**src/magPkg.sv**
```systemverilog
/* Compass controller shared definitions
   Sensor register map, command values, transfer structs and FSM enums */
`default_nettype none

package magPkg;

  // 7-bit target address of the compass sensor
  localparam logic [6:0] deviceAddr = 7'h30;

  // Register map
  localparam logic [7:0] dataReg = 8'h00;     // First of six data bytes
  localparam logic [7:0] statusReg = 8'h06;
  localparam logic [7:0] control0Reg = 8'h07;

  // Control register 0 commands
  localparam logic [7:0] ctrlRefill = 8'h80;
  localparam logic [7:0] ctrlReset = 8'h40;
  localparam logic [7:0] ctrlSet = 8'h20;
  localparam logic [7:0] ctrlMeasure = 8'h01;

  // Status byte flags
  localparam int statusMeasDoneBit = 0;
  localparam int statusPumpBusyBit = 1;

  localparam int axisWidth = 16;

  typedef logic [axisWidth-1:0] axis_t;

  typedef struct packed {
    axis_t x;
    axis_t y;
    axis_t z;
  } axes_t;

  typedef enum logic [1:0] {
    opRegWrite,   // Address, register, one data byte
    opPtrWrite,   // Address, register only
    opRead        // Address, then rdLen bytes
  } txnOp_e;

  typedef struct packed {
    txnOp_e     op;
    logic [7:0] regAddr;
    logic [7:0] wrData;
    logic [2:0] rdLen;   // 1 to 6
  } i2cCmd_t;

  typedef struct packed {
    logic       valid;
    logic [2:0] idx;     // Byte position within the read
    logic [7:0] data;
  } rxByte_t;

  typedef enum logic {
    selSet,
    selReset
  } sampleSel_e;

  typedef enum logic [1:0] {
    calcNone,
    calcCalibrate,
    calcMeasure
  } calcOp_e;

  typedef enum logic [3:0] {
    seqIdle,
    seqRefill,
    seqPumpPtr,
    seqPumpRead,
    seqPulse,
    seqMeasWrite,
    seqMeasPtr,
    seqMeasRead,
    seqDataPtr,
    seqDataRead,
    seqCalc
  } seqState_e;

endpackage

`default_nettype wire

```
**src/axisCalc.sv**
```systemverilog
/* Axis arithmetic
   Collects set/reset samples from read bytes, derives offsets and axes */
`timescale 1ns/1ps
`default_nettype none

module axisCalc (
  input  logic               clk,
  input  logic               rst,
  input  magPkg::rxByte_t    rx,
  input  logic               capture,
  input  magPkg::sampleSel_e sel,
  input  magPkg::calcOp_e    calc,
  output magPkg::axes_t      axes,
  output magPkg::axes_t      offsets
);

  magPkg::axes_t setBank;
  magPkg::axes_t resetBank;
  logic [5:0]    bytePos;

  function automatic magPkg::axis_t halfSum(input magPkg::axis_t a, input magPkg::axis_t b);
    logic [magPkg::axisWidth:0] sum;
    sum = {1'b0, a} + {1'b0, b};
    return sum[magPkg::axisWidth:1];
  endfunction

  function automatic magPkg::axis_t halfDiff(input magPkg::axis_t a, input magPkg::axis_t b);
    logic [magPkg::axisWidth:0] diff;
    diff = {1'b0, a} - {1'b0, b};
    return diff[magPkg::axisWidth:1];
  endfunction

  // Byte 0 lands in the top of x
  assign bytePos = 6'(40 - 8 * rx.idx);

  always_ff @(posedge clk) begin
    if (capture && rx.valid) begin
      if (sel == magPkg::selSet)
        setBank[bytePos +: 8] <= rx.data;
      else
        resetBank[bytePos +: 8] <= rx.data;
    end
  end

  always_ff @(posedge clk or posedge rst) begin
    if (rst) begin
      axes <= '0;
      offsets <= '0;
    end else begin
      case (calc)
        magPkg::calcCalibrate: begin
          offsets.x <= halfSum(setBank.x, resetBank.x);
          offsets.y <= halfSum(setBank.y, resetBank.y);
          offsets.z <= halfSum(setBank.z, resetBank.z);
          axes.x <= halfDiff(setBank.x, resetBank.x);
          axes.y <= halfDiff(setBank.y, resetBank.y);
          axes.z <= halfDiff(setBank.z, resetBank.z);
        end
        magPkg::calcMeasure: begin
          axes.x <= setBank.x - offsets.x;   // Wraps mod 2^16
          axes.y <= setBank.y - offsets.y;
          axes.z <= setBank.z - offsets.z;
        end
        default: ;
      endcase
    end
  end

endmodule

`default_nettype wire

```
**src/i2cByteEngine.sv**
```systemverilog
/* I2C master engine, one complete register transaction per command
   Open-drain SCL/SDA enables, bit timing from a quarter-bit counter */
`timescale 1ns/1ps
`default_nettype none

module i2cByteEngine #(
  parameter int quarterClks = 4
) (
  input  logic            clk,
  input  logic            rst,
  input  magPkg::i2cCmd_t cmd,
  input  logic            cmdStart,
  input  logic            sdaIn,
  output logic            cmdDone,
  output magPkg::rxByte_t rx,
  output logic            sclOe,
  output logic            sdaOe
);

  localparam int cntW = $clog2(quarterClks);

  typedef enum logic [2:0] {
    busIdle,
    busStart,
    busAddr,
    busWrite,
    busWriteAck,
    busRead,
    busReadAck,
    busStop
  } busState_e;

  busState_e       state;
  logic [cntW-1:0] qCnt;
  logic [1:0]      qPhase;      // Quarter within the current bit
  logic            tick;
  logic            sampleTick;
  logic            endTick;
  logic            lowQuarter;
  logic            lastRead;
  magPkg::i2cCmd_t cmdReg;
  logic [7:0]      txShift;
  logic [7:0]      rxShift;
  logic            ackBit;
  logic [2:0]      bitCnt;
  logic [2:0]      byteCnt;

  assign tick = (qCnt == cntW'(quarterClks - 1));
  assign sampleTick = tick && (qPhase == 2'd1);   // SCL rising quarter
  assign endTick = tick && (qPhase == 2'd3);
  assign lowQuarter = (qPhase == 2'd0) || (qPhase == 2'd3);
  assign lastRead = (byteCnt == cmdReg.rdLen - 3'd1);

  // Quarter-bit timebase, parked while idle
  always_ff @(posedge clk or posedge rst) begin
    if (rst) begin
      qCnt <= '0;
      qPhase <= 2'd0;
    end else if (state == busIdle) begin
      qCnt <= '0;
      qPhase <= 2'd0;
    end else if (tick) begin
      qCnt <= '0;
      qPhase <= qPhase + 2'd1;
    end else begin
      qCnt <= qCnt + 1'b1;
    end
  end

  always_ff @(posedge clk) begin
    if (state == busIdle && cmdStart) begin
      cmdReg <= cmd;
      txShift <= {magPkg::deviceAddr, cmd.op == magPkg::opRead};
    end else if (endTick && (state == busAddr || state == busWrite)) begin
      txShift <= {txShift[6:0], 1'b0};   // MSB first
    end else if (endTick && state == busWriteAck) begin
      txShift <= (byteCnt == 3'd0) ? cmdReg.regAddr : cmdReg.wrData;
    end
    if (sampleTick && state == busRead)
      rxShift <= {rxShift[6:0], sdaIn};
    if (sampleTick && state == busWriteAck)
      ackBit <= sdaIn;   // High means NACK
  end

  always_ff @(posedge clk or posedge rst) begin
    if (rst) begin
      state <= busIdle;
      bitCnt <= 3'd0;
      byteCnt <= 3'd0;
      cmdDone <= 1'b0;
      rx <= '0;
    end else begin
      cmdDone <= 1'b0;
      rx.valid <= 1'b0;
      case (state)
        busIdle: begin
          bitCnt <= 3'd0;
          byteCnt <= 3'd0;
          if (cmdStart)
            state <= busStart;
        end
        busStart:
          if (endTick)
            state <= busAddr;
        busAddr, busWrite, busRead:
          if (endTick) begin
            bitCnt <= bitCnt + 3'd1;   // Wraps to zero after bit 7
            if (bitCnt == 3'd7 && state == busRead) begin
              state <= busReadAck;
              rx.valid <= 1'b1;
              rx.idx <= byteCnt;
              rx.data <= rxShift;
            end else if (bitCnt == 3'd7) begin
              state <= busWriteAck;
            end
          end
        busWriteAck:
          if (endTick) begin
            if (ackBit) begin
              state <= busStop;
            end else if (byteCnt == 3'd0 && cmdReg.op == magPkg::opRead) begin
              state <= busRead;
            end else if (byteCnt == 3'd0 ||
                         (byteCnt == 3'd1 && cmdReg.op == magPkg::opRegWrite)) begin
              state <= busWrite;
              byteCnt <= byteCnt + 3'd1;
            end else begin
              state <= busStop;
            end
          end
        busReadAck:
          if (endTick) begin
            if (lastRead) begin
              state <= busStop;
            end else begin
              state <= busRead;
              byteCnt <= byteCnt + 3'd1;
            end
          end
        busStop:
          if (endTick) begin
            state <= busIdle;
            cmdDone <= 1'b1;
          end
        default: state <= busIdle;
      endcase
    end
  end

  // Line drivers, high enable pulls the line low
  always_comb begin
    sclOe = 1'b0;
    sdaOe = 1'b0;
    case (state)
      busStart: begin
        sclOe = (qPhase == 2'd3);
        sdaOe = qPhase[1];    // SDA falls while SCL high
      end
      busAddr, busWrite: begin
        sclOe = lowQuarter;
        sdaOe = ~txShift[7];
      end
      busWriteAck, busRead: sclOe = lowQuarter;
      busReadAck: begin
        sclOe = lowQuarter;
        sdaOe = ~lastRead;    // NACK on the final byte
      end
      busStop: begin
        sclOe = (qPhase == 2'd0);
        sdaOe = ~qPhase[1];   // SDA rises while SCL high
      end
      default: ;
    endcase
  end

endmodule

`default_nettype wire

```
**src/magCompass.sv**
```systemverilog
/* Compass controller top level
   Sequencer, I2C engine and axis arithmetic */
`timescale 1ns/1ps
`default_nettype none

module magCompass #(
  parameter int quarterClks = 4   // Clk cycles per quarter SCL period
) (
  input  logic          clk,
  input  logic          rst,
  input  logic          calibrate,
  input  logic          measure,
  input  logic          sdaIn,
  output logic          sclOe,
  output logic          sdaOe,
  output logic          busy,
  output logic          resultValid,
  output magPkg::axes_t axes,
  output magPkg::axes_t offsets
);

  magPkg::i2cCmd_t    cmd;
  logic               cmdStart;
  logic               cmdDone;
  magPkg::rxByte_t    rx;
  magPkg::sampleSel_e sel;
  logic               capture;
  magPkg::calcOp_e    calc;

  sensorSequencer u_seq (
    .clk(clk), .rst(rst), .calibrate(calibrate), .measure(measure),
    .cmdDone(cmdDone), .rx(rx), .cmd(cmd), .cmdStart(cmdStart),
    .sel(sel), .capture(capture), .calc(calc),
    .busy(busy), .resultValid(resultValid)
  );

  i2cByteEngine #(.quarterClks(quarterClks)) u_engine (
    .clk(clk), .rst(rst), .cmd(cmd), .cmdStart(cmdStart), .sdaIn(sdaIn),
    .cmdDone(cmdDone), .rx(rx), .sclOe(sclOe), .sdaOe(sdaOe)
  );

  axisCalc u_calc (
    .clk(clk), .rst(rst), .rx(rx), .capture(capture), .sel(sel),
    .calc(calc), .axes(axes), .offsets(offsets)
  );

endmodule

`default_nettype wire

```
**src/sensorSequencer.sv**
```systemverilog
/* Compass sequencer FSM
   Walks the measure and calibrate transaction sequences and flags results */
`timescale 1ns/1ps
`default_nettype none

module sensorSequencer (
  input  logic               clk,
  input  logic               rst,
  input  logic               calibrate,
  input  logic               measure,
  input  logic               cmdDone,
  input  magPkg::rxByte_t    rx,
  output magPkg::i2cCmd_t    cmd,
  output logic               cmdStart,
  output magPkg::sampleSel_e sel,
  output logic               capture,
  output magPkg::calcOp_e    calc,
  output logic               busy,
  output logic               resultValid
);

  magPkg::seqState_e state;
  magPkg::seqState_e nextState;
  logic              calMode;    // Calibration sequence running
  logic              setPhase;   // Second calibration phase
  logic [7:0]        status;

  assign busy = (state != magPkg::seqIdle);
  assign capture = (state == magPkg::seqDataRead);
  assign sel = (calMode && !setPhase) ? magPkg::selReset : magPkg::selSet;

  always_comb begin
    calc = magPkg::calcNone;
    if (state == magPkg::seqCalc)
      calc = calMode ? magPkg::calcCalibrate : magPkg::calcMeasure;
  end

  // Last status byte seen during a poll
  always_ff @(posedge clk) begin
    if (rx.valid && (state == magPkg::seqPumpRead || state == magPkg::seqMeasRead))
      status <= rx.data;
  end

  // Step taken when the current transaction finishes
  always_comb begin
    nextState = state;
    case (state)
      magPkg::seqRefill:    nextState = magPkg::seqPumpPtr;
      magPkg::seqPumpPtr:   nextState = magPkg::seqPumpRead;
      magPkg::seqPumpRead:
        nextState = status[magPkg::statusPumpBusyBit] ? magPkg::seqPumpPtr : magPkg::seqPulse;
      magPkg::seqPulse:     nextState = magPkg::seqMeasWrite;
      magPkg::seqMeasWrite: nextState = magPkg::seqMeasPtr;
      magPkg::seqMeasPtr:   nextState = magPkg::seqMeasRead;
      magPkg::seqMeasRead:
        nextState = status[magPkg::statusMeasDoneBit] ? magPkg::seqDataPtr : magPkg::seqMeasPtr;
      magPkg::seqDataPtr:   nextState = magPkg::seqDataRead;
      magPkg::seqDataRead:
        nextState = (calMode && !setPhase) ? magPkg::seqRefill : magPkg::seqCalc;
      default:              nextState = state;
    endcase
  end

  // Transaction for the current step
  always_comb begin
    cmd.op = magPkg::opRegWrite;
    cmd.regAddr = magPkg::control0Reg;
    cmd.wrData = magPkg::ctrlMeasure;
    cmd.rdLen = 3'd1;
    case (state)
      magPkg::seqRefill: cmd.wrData = magPkg::ctrlRefill;
      magPkg::seqPulse:  cmd.wrData = setPhase ? magPkg::ctrlSet : magPkg::ctrlReset;
      magPkg::seqPumpPtr, magPkg::seqMeasPtr: begin
        cmd.op = magPkg::opPtrWrite;
        cmd.regAddr = magPkg::statusReg;
      end
      magPkg::seqDataPtr: begin
        cmd.op = magPkg::opPtrWrite;
        cmd.regAddr = magPkg::dataReg;
      end
      magPkg::seqPumpRead, magPkg::seqMeasRead: cmd.op = magPkg::opRead;
      magPkg::seqDataRead: begin
        cmd.op = magPkg::opRead;
        cmd.rdLen = 3'd6;   // X, y, z high byte first
      end
      default: ;
    endcase
  end

  always_ff @(posedge clk or posedge rst) begin
    if (rst) begin
      state <= magPkg::seqIdle;
      calMode <= 1'b0;
      setPhase <= 1'b0;
      cmdStart <= 1'b0;
      resultValid <= 1'b0;
    end else begin
      cmdStart <= 1'b0;
      case (state)
        magPkg::seqIdle:
          if (calibrate || measure) begin
            calMode <= calibrate;   // Calibrate wins
            setPhase <= 1'b0;
            resultValid <= 1'b0;
            cmdStart <= 1'b1;
            state <= calibrate ? magPkg::seqRefill : magPkg::seqMeasWrite;
          end
        magPkg::seqCalc: begin
          resultValid <= 1'b1;
          state <= magPkg::seqIdle;
        end
        default:
          if (cmdDone) begin
            state <= nextState;
            cmdStart <= (nextState != magPkg::seqCalc);
            if (state == magPkg::seqDataRead && calMode)
              setPhase <= 1'b1;   // RESET phase done, SET next
          end
      endcase
    end
  end

endmodule

`default_nettype wire
```
**config.mk**
```make
export PLATFORM = sky130hd
export DESIGN_NAME = magCompass
export DESIGN_NICKNAME = d
export VERILOG_FILES = /design/src/magPkg.sv /design/src/axisCalc.sv /design/src/i2cByteEngine.sv /design/src/magCompass.sv /design/src/sensorSequencer.sv
export SDC_FILE = /design/constraint.sdc
export NUM_CORES = 1
export LEC_CHECK = 0
export ABC_AREA = 1
export BUFFER_PORTS_ARGS = -buffer_cell sky130_fd_sc_hd__buf_2
export CAP_MARGIN = 10
export CORE_MARGIN = 10
export CORE_UTILIZATION = 50
export DETAILED_ROUTE_END_ITERATION = 10
export PLACE_DENSITY_LB_ADDON = 0.1
export SLEW_MARGIN = 30
export SYNTH_ARGS = -nofsm -noshare
export SYNTH_HDL_FRONTEND = slang
export SYNTH_SLANG_ARGS = --single-unit
```
**constraint.sdc**
```tcl
create_clock -name clk -period 11.29 [get_ports clk]
set_input_delay 2.258 -clock clk [delete_from_list [all_inputs] [get_ports clk]]
set_output_delay 2.258 -clock clk [all_outputs]
set_load 0.02 [all_outputs]
```
Word level (Yosys, flattened, before mapping)
Cells that the tools add are included.
{"block": "op_classes", "n_addsub": 16, "multipliers": 0, "div_mod_pow": 0, "n_lt_le_gt_ge": 0, "n_eq_ne": 40, "shifts": 2, "n_mux": 64, "bitwise": 5, "n_reduce_logical": 52}
{"operator": "48-bit bitwise mux", "count": 2}
{"operator": "48-bit one-hot mux with 2 select lines", "count": 1}
{"operator": "3-bit two-way mux", "count": 21}
{"operator": "16-bit by 16-bit adder with 17-bit output", "count": 3}
{"operator": "16-bit by 16-bit subtractor with 17-bit output", "count": 3}
{"operator": "8-bit by 8-bit variable shift with 48-bit output, first input constant", "count": 1}
{"operator": "8-bit by 8-bit variable part select with 48-bit output", "count": 1}
{"operator": "16-bit subtractor", "count": 3}
{"operator": "12-bit two-way mux", "count": 3}
{"operator": "4-bit one-hot mux with 9 select lines", "count": 1}
{"operator": "8-bit two-way mux", "count": 3}
{"operator": "3-bit one-hot mux with 6 select lines", "count": 1}
{"operator": "4-bit by 3-bit == test with 1-bit output, second input constant", "count": 4}
{"operator": "4-bit two-way mux", "count": 4}
{"operator": "8-bit one-hot mux with 2 select lines", "count": 1}
{"operator": "3-bit == test, second input constant", "count": 5}
{"operator": "1-bit logical AND", "count": 14}
{"operator": "2-bit two-way mux", "count": 7}
{"operator": "7-bit AND reduction", "count": 2}
{"operator": "2-bit nonzero test", "count": 7}
{"operator": "4-bit == test, second input constant", "count": 3}
{"operator": "2-bit by 1-bit inequality test with 1-bit output, second input constant", "count": 6}
{"operator": "3-bit one-hot mux with 2 select lines", "count": 2}
{"operator": "2-bit AND reduction", "count": 6}
{"operator": "other kinds (36)", "count": 75}
{"block": "totals", "regBits": 266, "latch_bits": 0, "mem_bits_rw": 0, "rom_bits": 0, "input_bits": 5, "output_inout_bits": 100, "wordCells": 214, "mem_count": 0}

Longest topological paths before layout
Gate-level depths: netlist (run 1).
{"block": "logic_depth", "word_depth": 8, "depth_mapped": 15, "mapped_depth_nobuf": 14}

Cells and area by module
A second synthesis (run 1) with hierarchy kept.
{"block": "hier_totals", "hier_cells": 2777, "area_unflattened_um2": 19646.3}
{"module": "axisCalc", "instances": 1, "cells_per_inst": 2357, "area_each_um2": 15971.6, "seq_area_each_um2": 5285.1}
{"module": "i2cByteEngine", "instances": 1, "cells_per_inst": 293, "area_each_um2": 2856.5, "seq_area_each_um2": 1721.7}
{"module": "sensorSequencer", "instances": 1, "cells_per_inst": 127, "area_each_um2": 818.3, "seq_area_each_um2": 260.2}

Least setup slack after synthesis (run 1)
OpenSTA, ideal clock, no wires.
{"block": "synth_path", "kind": "reg2out", "startpoint": "reg u_engine.qPhase[1]", "endpoint": "out sclOe", "arrival_time_ns": 1.592, "required_time_ns": 9.032, "setup_slack_ns": 7.440, "stages_incl_launch_ff": 4, "n_path_buf": 0, "cell_sequence": "dfrtp_1 > inv_1 > ha_1 > o311ai_0"}
{"block": "synth_between", "elab_chain_cells": 3, "elab_cells_between_ends": 4, "cone_classes": "eq/ne (1); mux (1); reduce/logical (2)"}
{"element": "start: declaration", "line_no": "i2cByteEngine.sv:35", "source": "logic [1:0] qPhase;"}
{"element": "start signal: assignment", "line_no": "i2cByteEngine.sv:64", "source": "qPhase <= qPhase + 2'd1;"}
{"element": "2-bit == test or 2-bit zero test (tied branches)", "line_no": "i2cByteEngine.sv:51, i2cByteEngine.sv:156, i2cByteEngine.sv:169"}
{"element": "1-bit logical OR", "line_no": "i2cByteEngine.sv:51", "source": "assign lowQuarter = (qPhase == 2'd0) || (qPhase == 2'd3);"}
{"element": "1-bit one-hot mux with 3 select lines (*)", "line_no": "i2cByteEngine.sv:154", "source": "case (state)"}
{"element": "end: declaration", "line_no": "magCompass.sv:14", "source": "output logic sclOe,"}
Mark *: on every way between the ends. The rest lies on a longest branch, timed or not.

Worst setup path in the final report (run 1)
{"block": "layout_path", "startpoint": "reg u_engine.cmdReg[0] in the netlist's numbering", "endpoint": "out sdaOe"}
{"block": "layout_between", "elab_chain_cells": 4}
{"element": "start: declaration", "line_no": "i2cByteEngine.sv:41", "source": "magPkg::i2cCmd_t cmdReg;"}
{"element": "start signal: assignment", "line_no": "i2cByteEngine.sv:72", "source": "cmdReg <= cmd;"}
{"element": "3-bit by 1-bit subtractor with 3-bit output", "line_no": "i2cByteEngine.sv:52", "source": "assign lastRead = (byteCnt == cmdReg.rdLen - 3'd1);"}
{"element": "3-bit == test", "line_no": "i2cByteEngine.sv:52"}
{"element": "1-bit inverter", "line_no": "i2cByteEngine.sv:166", "source": "sdaOe = ~lastRead;"}
{"element": "1-bit one-hot mux with 4 select lines", "line_no": "i2cByteEngine.sv:154"}
{"element": "end: declaration", "line_no": "magCompass.sv:15", "source": "output logic sdaOe,"}
No other way between the ends.

==> impl_metrics.ini, run 1 <==
[detailed_routing]
first_iter_violations = 1374
firstDrtPassIters = 6
avgViaCountPerCell = 5.13
num_vias = 17100
wire_per_inst_um = 16.0
final_antenna_net_count = 0
drc = 0
wl_um = 53400

[sta]
worst_hold_slack_ps = 429
max-slew-margin-rel_pct = 35.6
worst_slack_ps = 6980
worstMarginPinSlew_ps = 966
drv_slew = 0
post-route-period-util_pct = 38.2
skew_ps = 12.2
rsz0062_at_grt = no
final_hold_viol_count = 0
tns_ps = 0
min_period_ps = 4310
finalSetupViolCount = 0
max_freq_mhz = 232

[floorplanning]
start_util_pct = 50.4
dieArea_mm2 = 0.0460
pin_count = 105
die-width_um = 214
core-area_mm2 = 0.0375
row_count = 71
die_h_um = 214

[yosys]
syn_area_mm2 = 0.0189
synthArstFlopShare_pct = 51.0
yosysWarnings = 0
avgSynthCellArea_um2 = 6.95
synth_fp_nets = 2883
synth_flop_cell = dfrtp_1
synth-edff-count = 118
synth_seq_area_share_pct = 36.7
synth.distinct_cells = 46
netlist_instances = 2718
yosys_register_bits = 255

[critical_path]
worstRegToRegCells = 7
worstSetupPathDepth = 6
arrival_ps = 2050
crit_family = flip-flops
r2r_end = u_calc.offsets[15]
crit_chain = ha_1, xnor2_1, nand3_1, a21oi_1, o21ai_0, buf_2
crit_required_ps = 9030
crit_slowest_cell = edfxtp_1
path_max_fanout = 2
start_kind = register
r2r_slack_ps = 8090
slowest_delay_ps = 430
endpoint = sdaOe
critical_path_class = reg -> out
startpoint = u_engine.cmdReg[0]
r2r_start = u_seq.state[3]
end_kind = primary output
critPathBufInv = 1

[final_layout]
nNetsFinal = 2962
final-seq-area_mm2 = 0.00694
syn_to_final_growth_pct = 10.6
stdcell_area_mm2 = 0.0209
drive_above_1_share_pct = 7.41
fillers = 3745
antenna_cells = 0
multiInputGateArea_mm2 = 0.00976

[cts]
ctsHtreeMaxLevel = 1
cts_tree = built
post_cts_buffers = 0
clk_pin_slew_worst_paths_ps = 60
clkSinkCount = 255
clock_latency_ps = 580
cts_resized = 0
hold_buffers = 0
clock_path_buffers = 3
cts_buffers = 29
cts-root-buf = clkbuf_16

[power]
combPwrFrac_pct = 0.6
leakage_nw = 10.9
switching_share_pct = 20.7
p_sw_mw = 0.425
seq_power_share_pct = 47.1
cell_internal_pwr_mw = 1.63
clkPwrFrac_pct = 52.3
p_per_area_mw_per_mm2 = 98.1
ir_drop_uv = 128

[global_route]
grt_pass1_wl_um = 86000
grt_max_degree = 74
antenna_found_initial = 0
grt_pass1_vias = 16500
grt-ovfl-total = 0
grtUsageTotal_pct = 22.7

[hold_path]
hold_path_class = reg -> reg
min_from = u_engine.qCnt[0]

[place]
dp_slack_ps = 7490
hpwl_um = 41500
globalplace.congestion = 0.967
dpl_cell_area_mm2 = 0.0198
io_buffers = 104

[flow_run]
cap_violations = 0

[outcome]
outcome = complete, no violations
power by group through the flow:
| stage | Combinational [mW] | Sequential, mW | Clock (mW) |
|---|---|---|---|
| finish | 0.0119 | 0.966 | 1.07 |
| CTS | 0.0128 | 0.966 | 1.10 |
| global route | 0.0143 | 0.965 | 1.13 |
| detailed placement | 0.0126 | 0.984 | 0 |
| floorplan | 0.00754 | 0.984 | 0 |
| global placement | 0.0123 | 0.984 | 0 |
registers in the layout, indices dropped and copies added, names as in the netlist:
signal             count
u_calc.axes           48
u_calc.offsets        48
u_calc.resetBank      48
u_calc.setBank        48
u_engine.rx           12
u_engine.cmdReg       10
u_engine.rxShift       8
u_engine.txShift       8
u_seq.state            4
u_engine.bitCnt        3
u_engine.byteCnt       3
u_engine.state         3
u_engine.qCnt          2
u_engine.qPhase        2
u_seq.status           2
u_engine.ackBit        1
u_engine.cmdDone       1
u_seq.calMode          1
u_seq.cmdStart         1
u_seq.resultValid      1
u_seq.setPhase         1
placed cells by master, fill, tap and decap left out, types with 4 or more instances in the layout:
cell / count
or2_2: 15
o21ai_1: 6
nand3b_1: 6
o21ai_0: 90
nand2_1: 866
o221ai_1: 4
clkinv_2: 4
buf_4: 5
clkbuf_1: 4
fa_1: 9
ha_1: 151
nand2_2: 5
dfxtp_1: 7
o21bai_1: 8
nor2_4: 4
xor2_1: 27
buf_2: 104
inv_6: 5
inv_1: 494
nor2_1: 220
edfxtp_1: 118
a21oi_1: 99
nand3_1: 269
o211ai_1: 5
clkbuf_16: 29
nand4_1: 36
nor3_1: 28
clkinvlp_4: 4
inv_2: 11
and2_1: 11
bufinv_16: 8
dfrtp_1: 130
nor3_2: 6
worst reg2reg max path, cell delays in order, from the launching register on:
cell	delay [ps]
dfrtp_1	470
nand2_2	180
nor2_4	70
nand2_4	660
clkinv_2	700
buf_4	500
or2_2	370
a21boi_0	120
worst min-delay path by stage:
stage	endpoint	depth (start not counted)
finish	u_engine.qCnt[0]	1
global route	u_engine.qCnt[0]	1
CTS	u_engine.qCnt[0]	1
detailed placement	u_engine.qCnt[0]	1
global placement	u_engine.qCnt[0]	1
floorplan	u_engine.qCnt[0]	1
synth_stat cells, drive strengths merged (12+ instances only):
master	instances	area share (%)
xor2	27	1.3
a21oi	101	2.7
nor2	227	4.7
nand2	872	17
clkbuf	12	0.26
nand4	36	1.2
inv	507	10
nand3	269	7.1
buf	50	1.4
nor3	34	0.93
o21ai	96	2.5
dfrtp	130	17
edfxtp	118	19
ha	151	10
or2	15	0.50
final cells by class:
cell class / count / share of cell area [%]
clock buffers: 33 / 3.54
clock inverters: 21 / 1.62
inverters: 508 / 9.15
multi-input cells: 1893 / 46.7
flip-flops and latches: 255 / 33.2
well taps: 511 / 3.06
repair buffers: 110 / 2.72
logic make-up (layout without fill, tap and decap cells):
kind of cell	after synthesis	after routing	synth area share, %
DFF	255	255	36.7
adders and majority gates	160	160	10.9
AOI/OAI and AO/OA	231	231	6.63
buffers and inverters	570	672	11.8
xor gates and xnor gates	30	30	1.39
and+or+nand+nor	1472	1472	32.5
metal layers:
| layer | global-route usage [%] | up-vias | wire [um] |
|---|---|---|---|
| met5 | 0 | - | 0 |
| met1 | 31.6 | 7887 | 25700 |
| met4 | 5.96 | 0 | 1240 |
| met2 | 36.8 | 409 | 23900 |
| met3 | 2.64 | 71 | 2590 |
| li1 | - | 8726 | - |
per-stage QoR:
| step | power (mW) | cells | utilization [%] |
|---|---|---|---|
| after detailed placement | 0.997 | 3277 | 52.9 |
| after CTS | 2.07 | 3331 | 55.7 |
| after global placement | 0.997 | 3277 | 52.8 |
| after floorplan | 0.992 | 2718 | - |
| after global routing | 2.11 | 3331 | 55.7 |
| final | 2.05 | 3331 | 55.7 |
No activity file was read; power rests on OpenSTA's default activity.
==> run 2: changes to the inputs <==
--- a/config.mk
+++ b/config.mk
@@ -5,7 +5,7 @@
 export SDC_FILE = /design/constraint.sdc
 export NUM_CORES = 1
 export LEC_CHECK = 0
-export ABC_AREA = 1
+export ABC_AREA = 0
 export BUFFER_PORTS_ARGS = -buffer_cell sky130_fd_sc_hd__buf_2
 export CAP_MARGIN = 10
 export CORE_MARGIN = 10
==> constraint.sdc (replaced) <==
create_clock -name clk -period 4 [get_ports clk]
set_input_delay 0.8 -clock clk [delete_from_list [all_inputs] [get_ports clk]]
set_output_delay 0.8 -clock clk [all_outputs]
set_load 0.02 [all_outputs]
==> impl_metrics.ini, run 2 <==
[outcome]
outcome = complete, no violations

[sta]
finalSetupViolCount = 0
max-slew-margin-rel_pct = 40.2
final_hold_viol_count = 0
min_period_ps = 3160
drv_slew = 0
tns_ps = 0
skew_ps = 21.9
rsz0062_at_grt = no
max_freq_mhz = 317
worstMarginPinSlew_ps = 890
post-route-period-util_pct = 79.0

[detailed_routing]
final_antenna_net_count = 0
topRoutingLayerUsed = met4
wl_um = 41600
wire_per_inst_um = 17.5
first_iter_violations = 885
drc = 0
firstDrtPassIters = 5
num_vias = 13100
avgViaCountPerCell = 5.53
wl_met3_um = 1550
m1WireLength_um = 19400
dr_wl_met2_um = 20100

[yosys]
synth_top_area_cell = edfxtp_1
yosys_register_bits = 255
syn_area_mm2 = 0.0168
netlist_instances = 1834
synth_top_area_share_pct = 21.0
synth_fp_nets = 1999
synth.distinct_cells = 86
synthArstFlopShare_pct = 51.0
synth_area_leaders = edfxtp_1, dfrtp_1, ha_1, xnor2_1, o21ai_0
ys_top_cells_by_count = nand2_1, inv_1, nor2_1, ha_1, o21ai_0
synth_flop_cell = dfrtp_1
synth_most_common_cell = nand2_1
yosysWarnings = 0
synth_seq_area_share_pct = 41.2
synth-edff-count = 118
avgSynthCellArea_um2 = 9.19

[cts]
cts_tree = built
cts_resized = 0
hold_buffers = 0
cts_buffers = 28
post_cts_buffers = 0
clock_path_buffers = 3
clkSinkCount = 255
cts-root-buf = clkbuf_16
clk_pin_slew_worst_paths_ps = 60
ctsHtreeMaxLevel = 1
clock_latency_ps = 550

[power]
switching_share_pct = 27.7
ir_drop_uv = 310
seq_power_share_pct = 45.8
clkPwrFrac_pct = 40.1
p_sw_mw = 1.80
leakage_nw = 8.44
cell_internal_pwr_mw = 4.69
p_per_area_mw_per_mm2 = 347
combPwrFrac_pct = 14.2

[final_layout]
stdcell_area_mm2 = 0.0187
final_common_cell = nand2_1
final_util_pct = 56.1
drive_above_1_share_pct = 10.3
syn_to_final_growth_pct = 11.0
nNetsFinal = 2069
final_cell_mix = nand2_1, inv_1, nor2_1
antenna_cells = 0

[floorplanning]
row_count = 67
dieArea_mm2 = 0.0414
start_util_pct = 50.5
die_h_um = 204
pin_count = 105
die-width_um = 204
core-area_mm2 = 0.0334

[global_route]
grtUsageTotal_pct = 19.6
grt-ovfl-total = 0
grt_pass1_vias = 12700
grt_max_degree = 131
antenna_found_initial = 0
grt_pass1_wl_um = 67100

[critical_path]
end_kind = primary output
worstRegToRegCells = 10
r2r_start = u_calc.setBank[0]
critical_path_class = reg -> out
r2r_end = u_calc.offsets[13]
arrival_ps = 2360
startpoint = u_engine.cmdReg[0]
start_kind = register
crit_required_ps = 3200
r2r_slack_ps = 1110
path_max_fanout = 3

[place]
io_buffers = 104
dpl_cell_area_mm2 = 0.0178
hpwl_um = 31200
globalplace.congestion = 0.877

[hold_path]
hold_path_class = reg -> reg
worst_hold_path.endpoint = u_engine.qCnt[0]
hold_depth = 1
min_from = u_engine.qCnt[0]

[flow_run]
cap_violations = 0
-- run 2: kinds of logic (layout without fill, tap and decap cells) --
group | after synthesis | count (layout) | share of synthesized area, %
muxes | 32 | 32 | 2.03
AOI/OAI and AO/OA | 481 | 481 | 18.2
adders and majority gates | 160 | 160 | 12.3
xor gates and xnor gates | 100 | 100 | 5.20
DFF | 255 | 255 | 41.2
and+or+nand+nor | 560 | 560 | 15.6
buffers and inverters | 246 | 338 | 5.61
-- run 2: worst max path at each step --
| stage | cells after the start | end | slack, ps |
|---|---|---|---|
| finish | 7 | sdaOe | 840 |
| global route | 7 | sdaOe | 660 |
| CTS | 7 | sdaOe | 790 |
| detailed placement | 10 | u_calc.axes[47] | 1120 |
| global placement | 10 | u_calc.axes[47] | 1160 |
| floorplan | 10 | u_calc.offsets[13] | 1360 |
-- run 2: cell type report --
type | instances | area (um2)
fill | 3013 | 14700
timing repair buffer | 116 | 636
clock buffer | 35 | 779
multi-input combinational | 1333 | 9000
sequential | 255 | 6940
tap | 448 | 561
inverter | 170 | 642
clock inverter | 17 | 153
-- run 2: power by group through the flow --
stage / Sequential (mW) / Combinational [mW] / Clock [mW]
floorplan: 2.95 / 0.705 / 0
global placement: 3.01 / 0.911 / 0
detailed placement: 3.02 / 0.925 / 0
CTS: 2.97 / 0.929 / 2.65
global route: 2.99 / 1.04 / 2.76
finish: 2.97 / 0.919 / 2.60
-- run 2: metrics by stage --
stage / worst slack (ps) / cells / power, mW / hold slack, ps
after CTS: 791 / 2374 / 6.55 / 448
after floorplan: 1360 / 1834 / 3.66 / 415
final: 842 / 2374 / 6.48 / 446
after global placement: 1160 / 2322 / 3.93 / 426
after detailed placement: 1120 / 2322 / 3.95 / 433
after global routing: 665 / 2374 / 6.78 / 460
-- run 2: layer usage --
layer,up-vias,global-route usage [%]
li1,6599,-
met1,6260,26.0
met3,35,2.62
met4,0,3.49
met2,227,33.8
met5,-,0
-- run 2: critical path, cell delays in order, from the launching register on --
cell,delay (ps)
edfxtp_1,410
ha_1,320
xor2_1,140
nor3_1,330
mux2i_1,140
a21oi_1,170
o32ai_1,110
buf_2,190
==> run 3: changes to the inputs <==
--- a/config.mk
+++ b/config.mk
@@ -5,7 +5,7 @@
 export SDC_FILE = /design/constraint.sdc
 export NUM_CORES = 1
 export LEC_CHECK = 0
-export ABC_AREA = 0
+export ABC_AREA = 1
 export BUFFER_PORTS_ARGS = -buffer_cell sky130_fd_sc_hd__buf_2
 export CAP_MARGIN = 10
 export CORE_MARGIN = 10
==> constraint.sdc (replaced) <==
create_clock -name clk -period 2.7 [get_ports clk]
set_input_delay 0.54 -clock clk [delete_from_list [all_inputs] [get_ports clk]]
set_output_delay 0.54 -clock clk [all_outputs]
set_load 0.02 [all_outputs]
==> impl_metrics.ini, run 3 (synthesized netlist as in run 1, its figures left out) <==
[final_layout]
final_util_pct = 55.9
nNetsFinal = 2982
drive_above_1_share_pct = 7.99
multiInputGateArea_mm2 = 0.00975
syn_to_final_growth_pct = 10.9
final-seq-area_mm2 = 0.00694
final_cell_mix = nand2_1, inv_1, nand3_1
fillers = 3756
final_common_cell = nand2_1
antenna_cells = 0

[critical_path]
r2r_slack_ps = 350
slowest_delay_ps = 410
path_max_fanout = 2
r2r_start = u_engine.rx[9]
worstRegToRegCells = 11
arrival_ps = 2010
critical_path_class = reg -> out
crit_chain = ha_1, xnor2_2, nand3_1, a21oi_1, o21ai_0, buf_2
crit_slowest_cell = edfxtp_1
start_kind = register
r2r_end = u_calc.setBank[34]
startpoint = u_engine.cmdReg[0]
crit_family = flip-flops
end_kind = primary output
crit_required_ps = 2160
critPathBufInv = 1

[sta]
skew_ps = 9.98
min_period_ps = 2550
max-slew-margin-rel_pct = 61.7
drv_slew = 0
rsz0062_at_grt = no
post-route-period-util_pct = 94.4
final_hold_viol_count = 0
tns_ps = 0
worstMarginPinSlew_ps = 575
max_freq_mhz = 392
finalSetupViolCount = 0

[global_route]
grtUsageTotal_pct = 22.8
antenna_found_initial = 0
grt_pass1_wl_um = 86200
grt-ovfl-total = 0
grt_pass1_vias = 16600
grt_max_degree = 73

[cts]
clkSinkCount = 255
post_cts_buffers = 0
cts-root-buf = clkbuf_16
cts_buffers = 29
clock_path_buffers = 3
cts_tree = built
clk_pin_slew_worst_paths_ps = 70
clock_latency_ps = 590
ctsHtreeMaxLevel = 1

[detailed_routing]
firstDrtPassIters = 5
avgViaCountPerCell = 5.11
num_vias = 17100
final_antenna_net_count = 0
drc = 0
wire_per_inst_um = 16.0
wl_um = 53500
first_iter_violations = 1188

[power]
p_sw_mw = 1.87
seq_power_share_pct = 49.1
p_per_area_mw_per_mm2 = 392
combPwrFrac_pct = 0.7
switching_share_pct = 22.7
cell_internal_pwr_mw = 6.36
leakage_nw = 11.0
clkPwrFrac_pct = 50.3
ir_drop_uv = 649

[place]
io_buffers = 104
hpwl_um = 41800
globalplace.congestion = 0.943

[hold_path]
hold_path_class = in -> async

[floorplanning]
core-area_mm2 = 0.0375
die-width_um = 214
row_count = 71
dieArea_mm2 = 0.0460
pin_count = 105
die_h_um = 214
start_util_pct = 50.4

[flow_run]
cap_violations = 0

[outcome]
outcome = complete, no violations
## run 3: cell type report
| type | count | area share [%] |
|---|---|---|
| Clock buffer | 33 | 3.53 |
| Clock inverter | 21 | 1.16 |
| Inverter | 508 | 9.11 |
| Multi-Input combinational cell | 1893 | 46.5 |
| Sequential cell | 255 | 33.1 |
| Tap cell | 511 | 3.05 |
| Timing Repair Buffer | 130 | 3.59 |
## run 3: repair_timing
item / 4_1_cts / 5_1_grt
hold buffers: 0 / 0
setup endpoints to repair: 0 / 1
resized for setup: 0 / 3
## run 3: power by group through the flow
stage                     sequential (mW)  clock, mW  combinational [mW]
after floorplan                      4.12          0              0.0319
after global placement               4.12          0              0.0591
after detailed placement             4.12          0              0.0603
after CTS                            4.04       4.23              0.0604
after global routing                 4.03       4.40              0.0650
final                                4.04       4.14              0.0565
## run 3: per-layer routing
layer | track usage [%] | vias up | wire [um]
met3 | 3.16 | 77 | 2740
li1 | - | 8770 | -
met5 | 0 | - | 0
met2 | 37.3 | 398 | 24000
met1 | 31.2 | 7873 | 25600
met4 | 5.72 | 0 | 1230
## run 3: worst max-delay path by stage
stage / slack [ps] / to / cells after the start
after CTS: 70 / sdaOe / 6
after detailed placement: 360 / u_calc.resetBank[34] / 11
final: 150 / sdaOe / 6
after global placement: 420 / u_calc.setBank[32] / 11
after floorplan: 370 / u_calc.resetBank[32] / 10
after global routing: 10 / sdaOe / 6
## run 3: worst min-delay path: stages
cell	delay, ps
buf_2	110
clkinvlp_4	100
buf_12	290
## run 3: stage by stage
step	cells	setup WS, ps	total power [mW]	instance area [um2]	hold slack [ps]
after floorplan	2718	370	4.15	18900	409
final	3351	151	8.23	21000	51.8
after global placement	3297	416	4.17	20000	426
after global routing	3351	11.2	8.50	21000	77.2
after CTS	3351	65.8	8.32	21000	58.6
after detailed placement	3297	363	4.18	20000	432
